### src/source/core_pkg.sv
package core_pkg;

  // data and address width of the integer pipeline
  localparam int XLEN = 64;

  // load operation carried from execute
  typedef enum logic [2:0] {
    LD_NONE = 3'd0,
    LD_LB   = 3'd1,
    LD_LH   = 3'd2,
    LD_LW   = 3'd3,
    LD_LD   = 3'd4,
    LD_LBU  = 3'd5,
    LD_LHU  = 3'd6,
    LD_LWU  = 3'd7
  } load_op_e;

  // store operation carried from execute
  typedef enum logic [2:0] {
    ST_NONE = 3'd0,
    ST_SB   = 3'd1,
    ST_SH   = 3'd2,
    ST_SW   = 3'd3,
    ST_SD   = 3'd4
  } store_op_e;

  // access size on the request port
  typedef enum logic [1:0] {
    SZ_B = 2'd0,
    SZ_H = 2'd1,
    SZ_W = 2'd2,
    SZ_D = 2'd3
  } size_e;

  // byte count of an access size
  function automatic int unsigned size_bytes(size_e sz);
    int unsigned n;
    case (sz)
      SZ_B: n = 1;
      SZ_H: n = 2;
      SZ_W: n = 4;
      default: n = 8;
    endcase
    return n;
  endfunction

endpackage

### src/source/load_extend.sv
`timescale 1ns/10ps

module load_extend (
  input  core_pkg::load_op_e           load_op,
  input  logic [core_pkg::XLEN-1:0]    raw,
  output logic [core_pkg::XLEN-1:0]    data
);

  // addressed bytes already sit at bit 0 of raw
  always_comb begin
    case (load_op)
      core_pkg::LD_LB: begin
        data = {{56{raw[7]}}, raw[7:0]};
      end
      core_pkg::LD_LH: begin
        data = {{48{raw[15]}}, raw[15:0]};
      end
      core_pkg::LD_LW: begin
        data = {{32{raw[31]}}, raw[31:0]};
      end
      core_pkg::LD_LD: begin
        data = raw;
      end
      core_pkg::LD_LBU: begin
        data = {56'd0, raw[7:0]};
      end
      core_pkg::LD_LHU: begin
        data = {48'd0, raw[15:0]};
      end
      core_pkg::LD_LWU: begin
        data = {32'd0, raw[31:0]};
      end
      default: begin
        // not a load
        data = '0;
      end
    endcase
  end

endmodule

### src/source/store_trace.sv
`timescale 1ns/10ps

module store_trace (
  input  core_pkg::size_e              size,
  input  logic [core_pkg::XLEN-1:0]    addr,
  input  logic [core_pkg::XLEN-1:0]    wdata,
  output logic [core_pkg::XLEN-1:0]    trace_addr,
  output logic [core_pkg::XLEN-1:0]    trace_data,
  output logic [7:0]                   trace_mask
);

  logic [core_pkg::XLEN-1:0] replicated;
  logic [core_pkg::XLEN-1:0] lane_bits;
  logic [7:0]                size_mask;

  // word-aligned address for the checker
  assign trace_addr = {addr[core_pkg::XLEN-1:3], 3'b000};

  // store value copied into every lane of its width
  always_comb begin
    case (size)
      core_pkg::SZ_B: replicated = {8{wdata[7:0]}};
      core_pkg::SZ_H: replicated = {4{wdata[15:0]}};
      core_pkg::SZ_W: replicated = {2{wdata[31:0]}};
      default:        replicated = wdata;
    endcase
  end

  // one bit per byte, 1, 3, 15 or 255 before the shift
  assign size_mask  = 8'((9'd1 << core_pkg::size_bytes(size)) - 9'd1);
  assign trace_mask = size_mask << addr[2:0];

  // widen the byte mask to a bit mask
  always_comb begin
    for (int i = 0; i < 8; i++) begin
      lane_bits[i*8 +: 8] = {8{trace_mask[i]}};
    end
  end

  // keep only the lanes the store touches
  assign trace_data = replicated & lane_bits;

endmodule

### src/source/mem_stage.sv
`timescale 1ns/10ps

module mem_stage (
  input  logic                         clk,
  input  logic                         rst,
  // from execute
  input  logic                         ex_valid,
  input  logic [core_pkg::XLEN-1:0]    ex_pc,
  input  core_pkg::load_op_e           ex_load_op,
  input  core_pkg::store_op_e          ex_store_op,
  input  logic [core_pkg::XLEN-1:0]    ex_addr,
  input  logic [core_pkg::XLEN-1:0]    ex_store_data,
  input  logic [core_pkg::XLEN-1:0]    ex_alu_result,
  input  logic [4:0]                   ex_rd,
  input  logic                         ex_rd_wen,
  output logic                         allowin,
  // to write-back
  output logic                         wb_valid,
  output logic [core_pkg::XLEN-1:0]    wb_pc,
  output logic [4:0]                   wb_rd,
  output logic                         wb_rd_wen,
  output logic [core_pkg::XLEN-1:0]    wb_data,
  input  logic                         wb_allowin,
  // forwarding
  output logic [4:0]                   fwd_rd,
  output logic                         fwd_wen,
  output logic                         fwd_is_load,
  output logic [core_pkg::XLEN-1:0]    fwd_data,
  // store trace
  output logic                         trace_valid,
  output logic [core_pkg::XLEN-1:0]    trace_addr,
  output logic [core_pkg::XLEN-1:0]    trace_data,
  output logic [7:0]                   trace_mask,
  // request port
  output logic                         rw_valid,
  output logic                         rw_write,
  output logic [core_pkg::XLEN-1:0]    rw_addr,
  output core_pkg::size_e              rw_size,
  output logic [core_pkg::XLEN-1:0]    rw_wdata,
  input  logic                         ready,
  input  logic [core_pkg::XLEN-1:0]    rdata
);

  typedef enum logic [1:0] {IDLE, ADDR, RETN} state_e;

  state_e                    state;
  state_e                    state_next;
  logic                      valid_r;
  logic [core_pkg::XLEN-1:0] pc_r;
  logic [core_pkg::XLEN-1:0] addr_r;
  logic [core_pkg::XLEN-1:0] store_data_r;
  logic [core_pkg::XLEN-1:0] alu_result_r;
  logic [core_pkg::XLEN-1:0] load_data_r;
  core_pkg::load_op_e        load_op_r;
  core_pkg::store_op_e       store_op_r;
  logic [4:0]                rd_r;
  logic                      rd_wen_r;
  logic                      ready_go;
  logic                      ex_fire;
  logic                      wb_fire;
  logic                      rw_fire;
  logic                      ex_is_mem;
  logic                      is_load;
  logic                      is_store;
  logic [core_pkg::XLEN-1:0] width_mask;
  logic [core_pkg::XLEN-1:0] load_ext;

  assign ex_fire   = ex_valid && allowin;
  assign wb_fire   = wb_valid && wb_allowin;
  assign rw_fire   = rw_valid && ready;
  assign ex_is_mem = (ex_load_op != core_pkg::LD_NONE) || (ex_store_op != core_pkg::ST_NONE);
  assign is_load   = load_op_r != core_pkg::LD_NONE;
  assign is_store  = store_op_r != core_pkg::ST_NONE;

  // only an outstanding request keeps the record from leaving
  assign ready_go = state != ADDR;
  assign allowin  = !valid_r || (ready_go && wb_allowin);

  // pipeline register
  always_ff @(posedge clk) begin
    if (rst) begin
      valid_r <= 1'b0;
    end else if (allowin) begin
      valid_r <= ex_valid;
    end
  end

  always_ff @(posedge clk) begin
    if (ex_fire) begin
      pc_r         <= ex_pc;
      load_op_r    <= ex_load_op;
      store_op_r   <= ex_store_op;
      addr_r       <= ex_addr;
      store_data_r <= ex_store_data;
      alu_result_r <= ex_alu_result;
      rd_r         <= ex_rd;
      rd_wen_r     <= ex_rd_wen;
    end
  end

  // access FSM
  always_comb begin
    state_next = state;
    if (ex_fire) begin
      state_next = ex_is_mem ? ADDR : IDLE;
    end else if (state == ADDR && rw_fire) begin
      state_next = RETN;
    end else if (wb_fire) begin
      state_next = IDLE;
    end
  end

  always_ff @(posedge clk) begin
    if (rst) begin
      state <= IDLE;
    end else begin
      state <= state_next;
    end
  end

  // access size from whichever op is present
  always_comb begin
    case (store_op_r)
      core_pkg::ST_SB: rw_size = core_pkg::SZ_B;
      core_pkg::ST_SH: rw_size = core_pkg::SZ_H;
      core_pkg::ST_SW: rw_size = core_pkg::SZ_W;
      core_pkg::ST_SD: rw_size = core_pkg::SZ_D;
      default: begin
        case (load_op_r)
          core_pkg::LD_LB, core_pkg::LD_LBU: rw_size = core_pkg::SZ_B;
          core_pkg::LD_LH, core_pkg::LD_LHU: rw_size = core_pkg::SZ_H;
          core_pkg::LD_LW, core_pkg::LD_LWU: rw_size = core_pkg::SZ_W;
          default:                           rw_size = core_pkg::SZ_D;
        endcase
      end
    endcase
  end

  always_comb begin
    case (rw_size)
      core_pkg::SZ_B: width_mask = 64'h0000_0000_0000_00ff;
      core_pkg::SZ_H: width_mask = 64'h0000_0000_0000_ffff;
      core_pkg::SZ_W: width_mask = 64'h0000_0000_ffff_ffff;
      default:        width_mask = '1;
    endcase
  end

  assign rw_valid = state == ADDR;
  assign rw_write = is_store;
  assign rw_addr  = addr_r;
  assign rw_wdata = store_data_r & width_mask;

  load_extend u_load_extend (
    .load_op (load_op_r),
    .raw     (rdata),
    .data    (load_ext)
  );

  // rdata is only valid in the transfer cycle
  always_ff @(posedge clk) begin
    if (rw_fire) begin
      load_data_r <= load_ext;
    end
  end

  // write-back record
  assign wb_valid  = valid_r && ready_go;
  assign wb_pc     = pc_r;
  assign wb_rd     = rd_r;
  assign wb_rd_wen = rd_wen_r;
  assign wb_data   = is_load ? load_data_r : alu_result_r;

  // forwarding, load result not yet usable
  assign fwd_rd      = rd_r;
  assign fwd_wen     = valid_r && rd_wen_r;
  assign fwd_is_load = valid_r && is_load;
  assign fwd_data    = alu_result_r;

  store_trace u_store_trace (
    .size       (rw_size),
    .addr       (addr_r),
    .wdata      (rw_wdata),
    .trace_addr (trace_addr),
    .trace_data (trace_data),
    .trace_mask (trace_mask)
  );

  assign trace_valid = wb_fire && is_store;

  // no request and no RAM answer while idle or empty
  assert property (@(posedge clk) disable iff (rst)
    (state == IDLE || !valid_r) |-> !rw_valid && !ready);

  assert property (@(posedge clk) disable iff (rst)
    rw_valid && !ready |=> rw_valid && $stable({rw_write, rw_addr, rw_size, rw_wdata}));

  // held record stays put under back-pressure
  assert property (@(posedge clk) disable iff (rst)
    wb_valid && !wb_allowin |=> wb_valid && $stable({wb_pc, wb_rd, wb_rd_wen, wb_data}));

endmodule

### config.mk
export PLATFORM = sky130hd
export DESIGN_NAME = mem_stage
export DESIGN_NICKNAME = d
export VERILOG_FILES = /design/src/source/core_pkg.sv /design/src/source/load_extend.sv /design/src/source/store_trace.sv /design/src/source/mem_stage.sv
export SDC_FILE = /design/constraint.sdc
export NUM_CORES = 1
export LEC_CHECK = 0
export BUFFER_PORTS_ARGS = -buffer_cell sky130_fd_sc_hd__buf_2
export CAP_MARGIN = 20
export CORE_AREA = 2 2 314 316
export CTS_CLUSTER_DIAMETER = 150
export DETAILED_ROUTE_END_ITERATION = 12
export DIE_AREA = 0 0 316 318
export PLACE_DENSITY = 0.4
export SYNTH_ARGS = -nofsm -noshare
export SYNTH_HDL_FRONTEND = slang
export SYNTH_SLANG_ARGS = --single-unit
### constraint.sdc
create_clock -name clk -period 14.88 [get_ports clk]
set_input_delay 0.744 -clock clk [delete_from_list [all_inputs] [get_ports clk]]
set_output_delay 0.744 -clock clk [all_outputs]
set_load 0.02 [all_outputs]
[Word-level counts from Yosys, hierarchy flattened]
Cells that the tools add are included.
Storage, ports and cells
  flip-flop bits (word level): 335
  input bits: 337
  logic and storage cells: 63
Cells by class
  add/sub/neg operators: 1
  eq/ne operators: 15
  shift-type cells: 2
  muxes and demuxes: 11
  bitwise gates (word level): 2
  reductions and logical operators: 21
Operators by type and width (number)
  64-bit case mux with 7 select lines: 1
  64-bit case mux with 3 select lines: 2
  64-bit bitwise AND: 2
  64-bit 2-to-1 mux: 1
  3-bit == test, second input constant: 5
  3-bit nonzero test: 5
  3-bit by 2-bit == test with 1-bit output, second input constant: 4
  4-bit case mux with 3 select lines: 1
  1-bit logical AND: 9
  2-bit case mux with 4 select lines: 1
  1-bit by 4-bit left shift with 8-bit output, first input constant: 1
  8-bit by 3-bit left shift with 8-bit output: 1
  8-bit by 1-bit subtractor with 8-bit output, second input constant: 1
  3-bit by 1-bit == test with 1-bit output, second input constant: 2
  2-bit 2-to-1 mux: 3
  2-bit case mux with 3 select lines: 1
  2-bit OR reduction: 3
  2-bit by 1-bit == test with 1-bit output, second input constant: 2
  2-bit == test, second input constant: 1
  2-bit logical NOT: 1
  1-bit logical OR: 2
  2-bit by 1-bit inequality test with 1-bit output, second input constant: 1
  1-bit logical NOT: 1
  1-bit 2-to-1 mux: 1

[Longest topological paths before layout]
  depth in word-level cells: 10
  gate-level depth with buffers: 10
  gate-level depth less buffers: 8

[Hierarchy]
A second synthesis with hierarchy kept.
Unflattened totals
  cell total of the unflattened synthesis: 918
  area, all modules: 14108.5 sq um
By module, submodules not included
  mem_stage: times used 1, cells an instance 517, area an instance 11554.8 sq um, seq. area each 10029.6 sq um
  store_trace: times used 1, cells an instance 279, area an instance 1878.1 sq um, seq. area each 0.0 sq um
  load_extend: times used 1, cells an instance 122, area an instance 675.6 sq um, seq. area each 0.0 sq um

[Least setup slack after synthesis]
Ideal clock, no wire load.
  path kind: input port to flip-flop
  from: input wb_allowin
  to: register state[0]
  arrival: 8272 ps
  setup slack: 6459 ps
  stages: 5
  buffers on the path: 0
  path through: inv_1 > o21ai_0 > and2_1 > nand4bb_1 > a21oi_1
On the way
  word-level cells in the longest chain between the ends: 4
RTL lines
  start: declaration: line mem_stage.sv:23  | input logic wb_allowin,
  1-bit logical AND *: line mem_stage.sv:77  | assign allowin = !valid_r || (ready_go && wb_allowin);
  1-bit logical OR *: line mem_stage.sv:77
  named net allowin: line mem_stage.sv:16  | output logic allowin,
  1-bit logical AND *: line mem_stage.sv:68  | assign ex_fire = ex_valid && allowin;
  named net ex_fire: line mem_stage.sv:59  | logic ex_fire;
  3-bit nonzero test (no line) / 2-bit 2-to-1 mux (equally long branches)
  end signal: assignment: line mem_stage.sv:117  | state <= state_next;
  end: declaration: line mem_stage.sv:46  | state_e state;
The timed path passes the listed nets; every way through them passes the cells marked *.
A chain may end at the register's enable or synchronous reset.

[Worst setup path in the final report]
  from: register load_op_r[0]
  to: output trace_data[52] (netlist name)
On the way
  word-level cells in the longest chain between the ends: 10
RTL lines
  start: declaration: line mem_stage.sv:54  | core_pkg::load_op_e load_op_r;
  start signal: assignment: line mem_stage.sv:91  | load_op_r <= ex_load_op;
  3-bit by 2-bit == test with 1-bit output, or another cell as far along: line mem_stage.sv:129  | case (load_op_r)
  2-bit OR reduction: line mem_stage.sv:129
  2-bit case mux with 3 select lines *: line mem_stage.sv:129
  2-bit case mux with 4 select lines *: line mem_stage.sv:123  | case (store_op_r)
  2-bit == test, or another cell as far along: line core_pkg.sv:38, store_trace.sv:21, mem_stage.sv:140
  4-bit case mux with 3 select lines: line core_pkg.sv:38  | case (sz)
  1-bit by 4-bit left shift with 8-bit output: line store_trace.sv:30  | assign size_mask = 8'((9'd1 << core_pkg::size_bytes(size)) - 9'd1);
  8-bit by 1-bit subtractor with 8-bit output: line store_trace.sv:30
  8-bit by 3-bit left shift with 8-bit output: line store_trace.sv:31  | assign trace_mask = size_mask << addr[2:0];
  64-bit bitwise AND *: line store_trace.sv:41  | assign trace_data = replicated & lane_bits;
  end: declaration: line mem_stage.sv:32  | output logic [core_pkg::XLEN-1:0] trace_data,
Mark *: on every way between the ends. The rest lies on a longest branch, timed or not.

==> run summary <==
Number of synthesis warnings: 0
Root buf cell: sky130_fd_sc_hd__clkbuf_16
Post-synthesis to final-layout area growth: 46.15%
XOR/XNOR Fraction of Synth Area: 0.0006297
Leakage power: 9.083 nW
Data required time at the worst endpoint: 14.14 ns
Core Footprint: 97410 um2
Post-Synthesis Cell Area: 13910 um2
Max Root-Sink Buffers: 3
Headroom to the max-slew limit: 0.2347
Switching Power: 0.7738 mW
Sequential fraction of the synthesis area: 0.7211
Leading cell types by total area after synthesis: sky130_fd_sc_hd__edfxtp_1 72%, sky130_fd_sc_hd__mux2_2 5.2%, sky130_fd_sc_hd__buf_4 4.2%
Total global routing track utilization: 0.1153
Pin count of the biggest net entering global routing: 72
F_max: 204.7 MHz
Clk Latency, worst-skew pair: 0.60 ns
Total Routed Length: 61620 um
Final setup violation count: 0
Nets: 2027
Share of synthesized flip-flops with an asynchronous set or reset: 0
Worst slack at placement: 10.65 ns
DRT Pass-1 Iters: 5
Die Width: 316 um
Remaining design rule violation count: 0
Type of element launching the critical path: flop
Post-synthesis instance total: 944
Largest incremental delay on the critical path: 0.58 ns
Proportion of synthesized area in mux cells: 0.05181
Kind of capture point of the worst setup path: primary output
Final global-route overflow total: 0
Number of hold buffers added after cts: 0
Final clock period utilization by the worst path: 0.3283
Post-synth top area share: 0.7167
Dpl cells: 2926
Transition at the pin with the smallest max-transition slack: 1.148 ns
Slowest cell on the critical path: sky130_fd_sc_hd__o22a_1
Final Core Density: 0.2087
Most used cells in the layout excluding fill and tap cells: 809 x sky130_fd_sc_hd__buf_2, 332 x sky130_fd_sc_hd__edfxtp_1, 114 x sky130_fd_sc_hd__nand2_1
Total clock buffers created by CTS: 43
Placer's final routability congestion estimate: 0.9086
Ratio of cells with drive above 1 in the final layout: 0.5611
Post-synth EDFFs: 332
Largest clock skew in the final design: 0.02405 ns
Slew Limit Fails: 0
Outcome: finished clean
Pwr dens: 131.3 nW/um2
IO Pins: 813
Comb power frac: 0.169
Number of placement rows: 115
# resized after CTS: 0
Sequential cell area: 10030 um2
Switching Fraction: 0.2900
Synth Area in Compound Gates: 0.07943
Fraction of power consumed by sequential logic: 0.430
Worst min-delay path class: in -> reg
Non-filler cells in the finished layout: 3007
CTS clock-pin slew for the worst setup and hold paths: 0.06 ns
Library cell with the largest summed area after synthesis: sky130_fd_sc_hd__edfxtp_1
Commonest register cell after synthesis: sky130_fd_sc_hd__edfxtp_1
Arrival time reported for the critical path endpoint: 4.14 ns
Synthesized flop and latch total: 335
Die area: 100500 um2
Clock tree from TritonCTS: yes
Wire length per cell after detailed routing: 20.49 um
Average cell area after synthesis: 14.73 um2
Hold Violations, Final: 0
Clock Sink Count: 335
Number of buffers inserted by post-CTS setup repair: 0
Number of distinct standard cells referenced by the synthesized netlist: 50
Initial core utilization: 0.1428
Synth Area in Simple Gates: 0.07367
Final worst path period need: 4.885 ns
Port bufs: 809
Ratio of routed vias to standard cells: 3.621
Sum of negative setup slack: 0 ns
HPWL reported at the end of detailed placement: 49040 um
Critical Setup Path Class: reg -> out
Cell-internal power: 1.894 mW
Worst ir drop on vdd: 0.07295 mV
Setup repair after global routing missed its margin: no
Max_cap viols: 0
1st-iter DRT viols: 608
Antenna Violating Nets Remaining: 0
Total number of vias: 10887
Initial antenna violation count: 13
Main combinational cell family by area after synthesis: compound AO/OA/AOI/OAI gates
Vertical extent of the die: 318 um
Setup slack of the critical path after layout: 9.995 ns
Fill cell total of the finished layout: 10647
Final Power: 2.668 mW
Number of levels the H-tree was split into: 2
Proportion of power drawn by the clock network: 0.400
Ordered list of cells on the worst path: inv_1 -> ha_1 -> nor2_1 -> o22a_1 -> inv_2 -> buf_4 -> o22ai_1 -> a211o_1 -> a311oi_2 -> buf_2
Area of combinational cells with multiple inputs: 2969 um2
Post-Synth Adder-Cell Area: 0.005397
Vias in the first global route: 11238
Crit path max fanout: 57
Leading cell type in the layout, fill and taps excluded: sky130_fd_sc_hd__buf_2
First-pass GRT wire length: 83300 um
## sequential cells by signal (all words and copies together) (netlist names)
| name | cells |
|---|---|
| wb_rd_wen | 1 |
| load_op_r | 3 |
| store_data_r | 64 |
| valid_r | 1 |
| fwd_data | 64 |
| rw_addr | 64 |
| state | 2 |
| load_data_r | 64 |
| wb_pc | 64 |
| fwd_rd | 5 |
| store_op_r | 3 |
## final cells by class
| cell class | count | area share |
|---|---|---|
| Sequential cell | 335 | 0.4934 |
| Timing Repair Buffer | 820 | 0.2034 |
| Multi-Input combinational cell | 447 | 0.1461 |
| Tap cell | 1287 | 0.07921 |
| Clock buffer | 53 | 0.05478 |
| Clock inverter | 26 | 0.01582 |
| Inverter | 37 | 0.007078 |
| Antenna cell | 2 | 0.0002462 |
## stage by stage
step                      hold WS, ns  cell area (um2)
after floorplan                0.4710            13920
after global placement         0.4879            18880
after detailed placement       0.5012            18890
after CTS                      0.2429            20320
after global routing           0.2637            20330
final                          0.3180            20330
## power groups by stage
stage,clock (mW),sequential [mW],combinational [mW]
4_1_cts,1.12,1.15,0.457
2_1_floorplan,0,1.20,0.231
3_3_place_gp,0,1.17,0.457
5_1_grt,1.15,1.15,0.481
3_5_place_dp,0,1.17,0.455
6_report,1.07,1.15,0.452
## worst max-delay path: cells and delay by family (launching register included)
family | cells | cell delay [ns]
AO/OA/AOI/OAI | 4 | 1.64
adder cells (fa/ha/maj) | 1 | 0.22
buffers and inverters | 4 | 1.18
flip-flops | 1 | 0.42
AND/OR/NAND/NOR | 1 | 0.08
## cells by family (layout without fill, tap and decap cells)
logic type	Yosys count	after routing
simple gates	219	219
fa+ha+maj	6	6
mux	64	64
flops	335	335
other cells	1	5
buf+inv	164	936
compound gates	154	154
xor+xnor	1	1
## synthesized netlist by cell type, types with 2 or more instances
cell,number
sky130_fd_sc_hd__a311oi_1,8
sky130_fd_sc_hd__a311oi_2,8
sky130_fd_sc_hd__and3_1,25
sky130_fd_sc_hd__buf_1,3
sky130_fd_sc_hd__nor2b_1,13
sky130_fd_sc_hd__buf_2,11
sky130_fd_sc_hd__or3_1,3
sky130_fd_sc_hd__clkbuf_1,33
sky130_fd_sc_hd__edfxtp_1,332
sky130_fd_sc_hd__buf_4,78
sky130_fd_sc_hd__o21ai_1,2
sky130_fd_sc_hd__nor2_1,24
sky130_fd_sc_hd__o21ai_0,2
sky130_fd_sc_hd__nand3b_1,2
sky130_fd_sc_hd__and2_1,21
sky130_fd_sc_hd__nand2_1,114
sky130_fd_sc_hd__mux2_2,64
sky130_fd_sc_hd__inv_1,35
sky130_fd_sc_hd__nor3_1,10
sky130_fd_sc_hd__buf_6,2
sky130_fd_sc_hd__dfxtp_1,3
sky130_fd_sc_hd__o21a_1,8
sky130_fd_sc_hd__a211o_1,2
sky130_fd_sc_hd__o211a_1,2
sky130_fd_sc_hd__a21oi_1,52
sky130_fd_sc_hd__a21o_1,57
sky130_fd_sc_hd__a211oi_1,2
sky130_fd_sc_hd__ha_1,6
## worst paths after layout
path / start / slack, ns / depth (start not counted) / endpoint
max: load_op_r[0]$_DFFE_PP_ / 9.99 / 10 / trace_data[52]
min: ex_store_data[39] / 0.32 / 1 / store_data_r[39]$_DFFE_PP_
max reg2reg: state[0]$_SDFFE_PP0P_ / 11.51 / 5 / rw_addr[46]$_DFFE_PP_
min reg2reg: state[0]$_SDFFE_PP0P_ / 0.51 / 2 / state[0]$_SDFFE_PP0P_
## routing by layer
layer  part of all wire  vias up  global-route usage
met3              0.086       98             0.03613
met5             0.0016        -                   0
met2               0.50      574              0.2022
li1                   -     4855                   -
met1               0.37     5346              0.1289
met4              0.033       14             0.04487
Note: power is estimated with default switching activity, not from simulation.
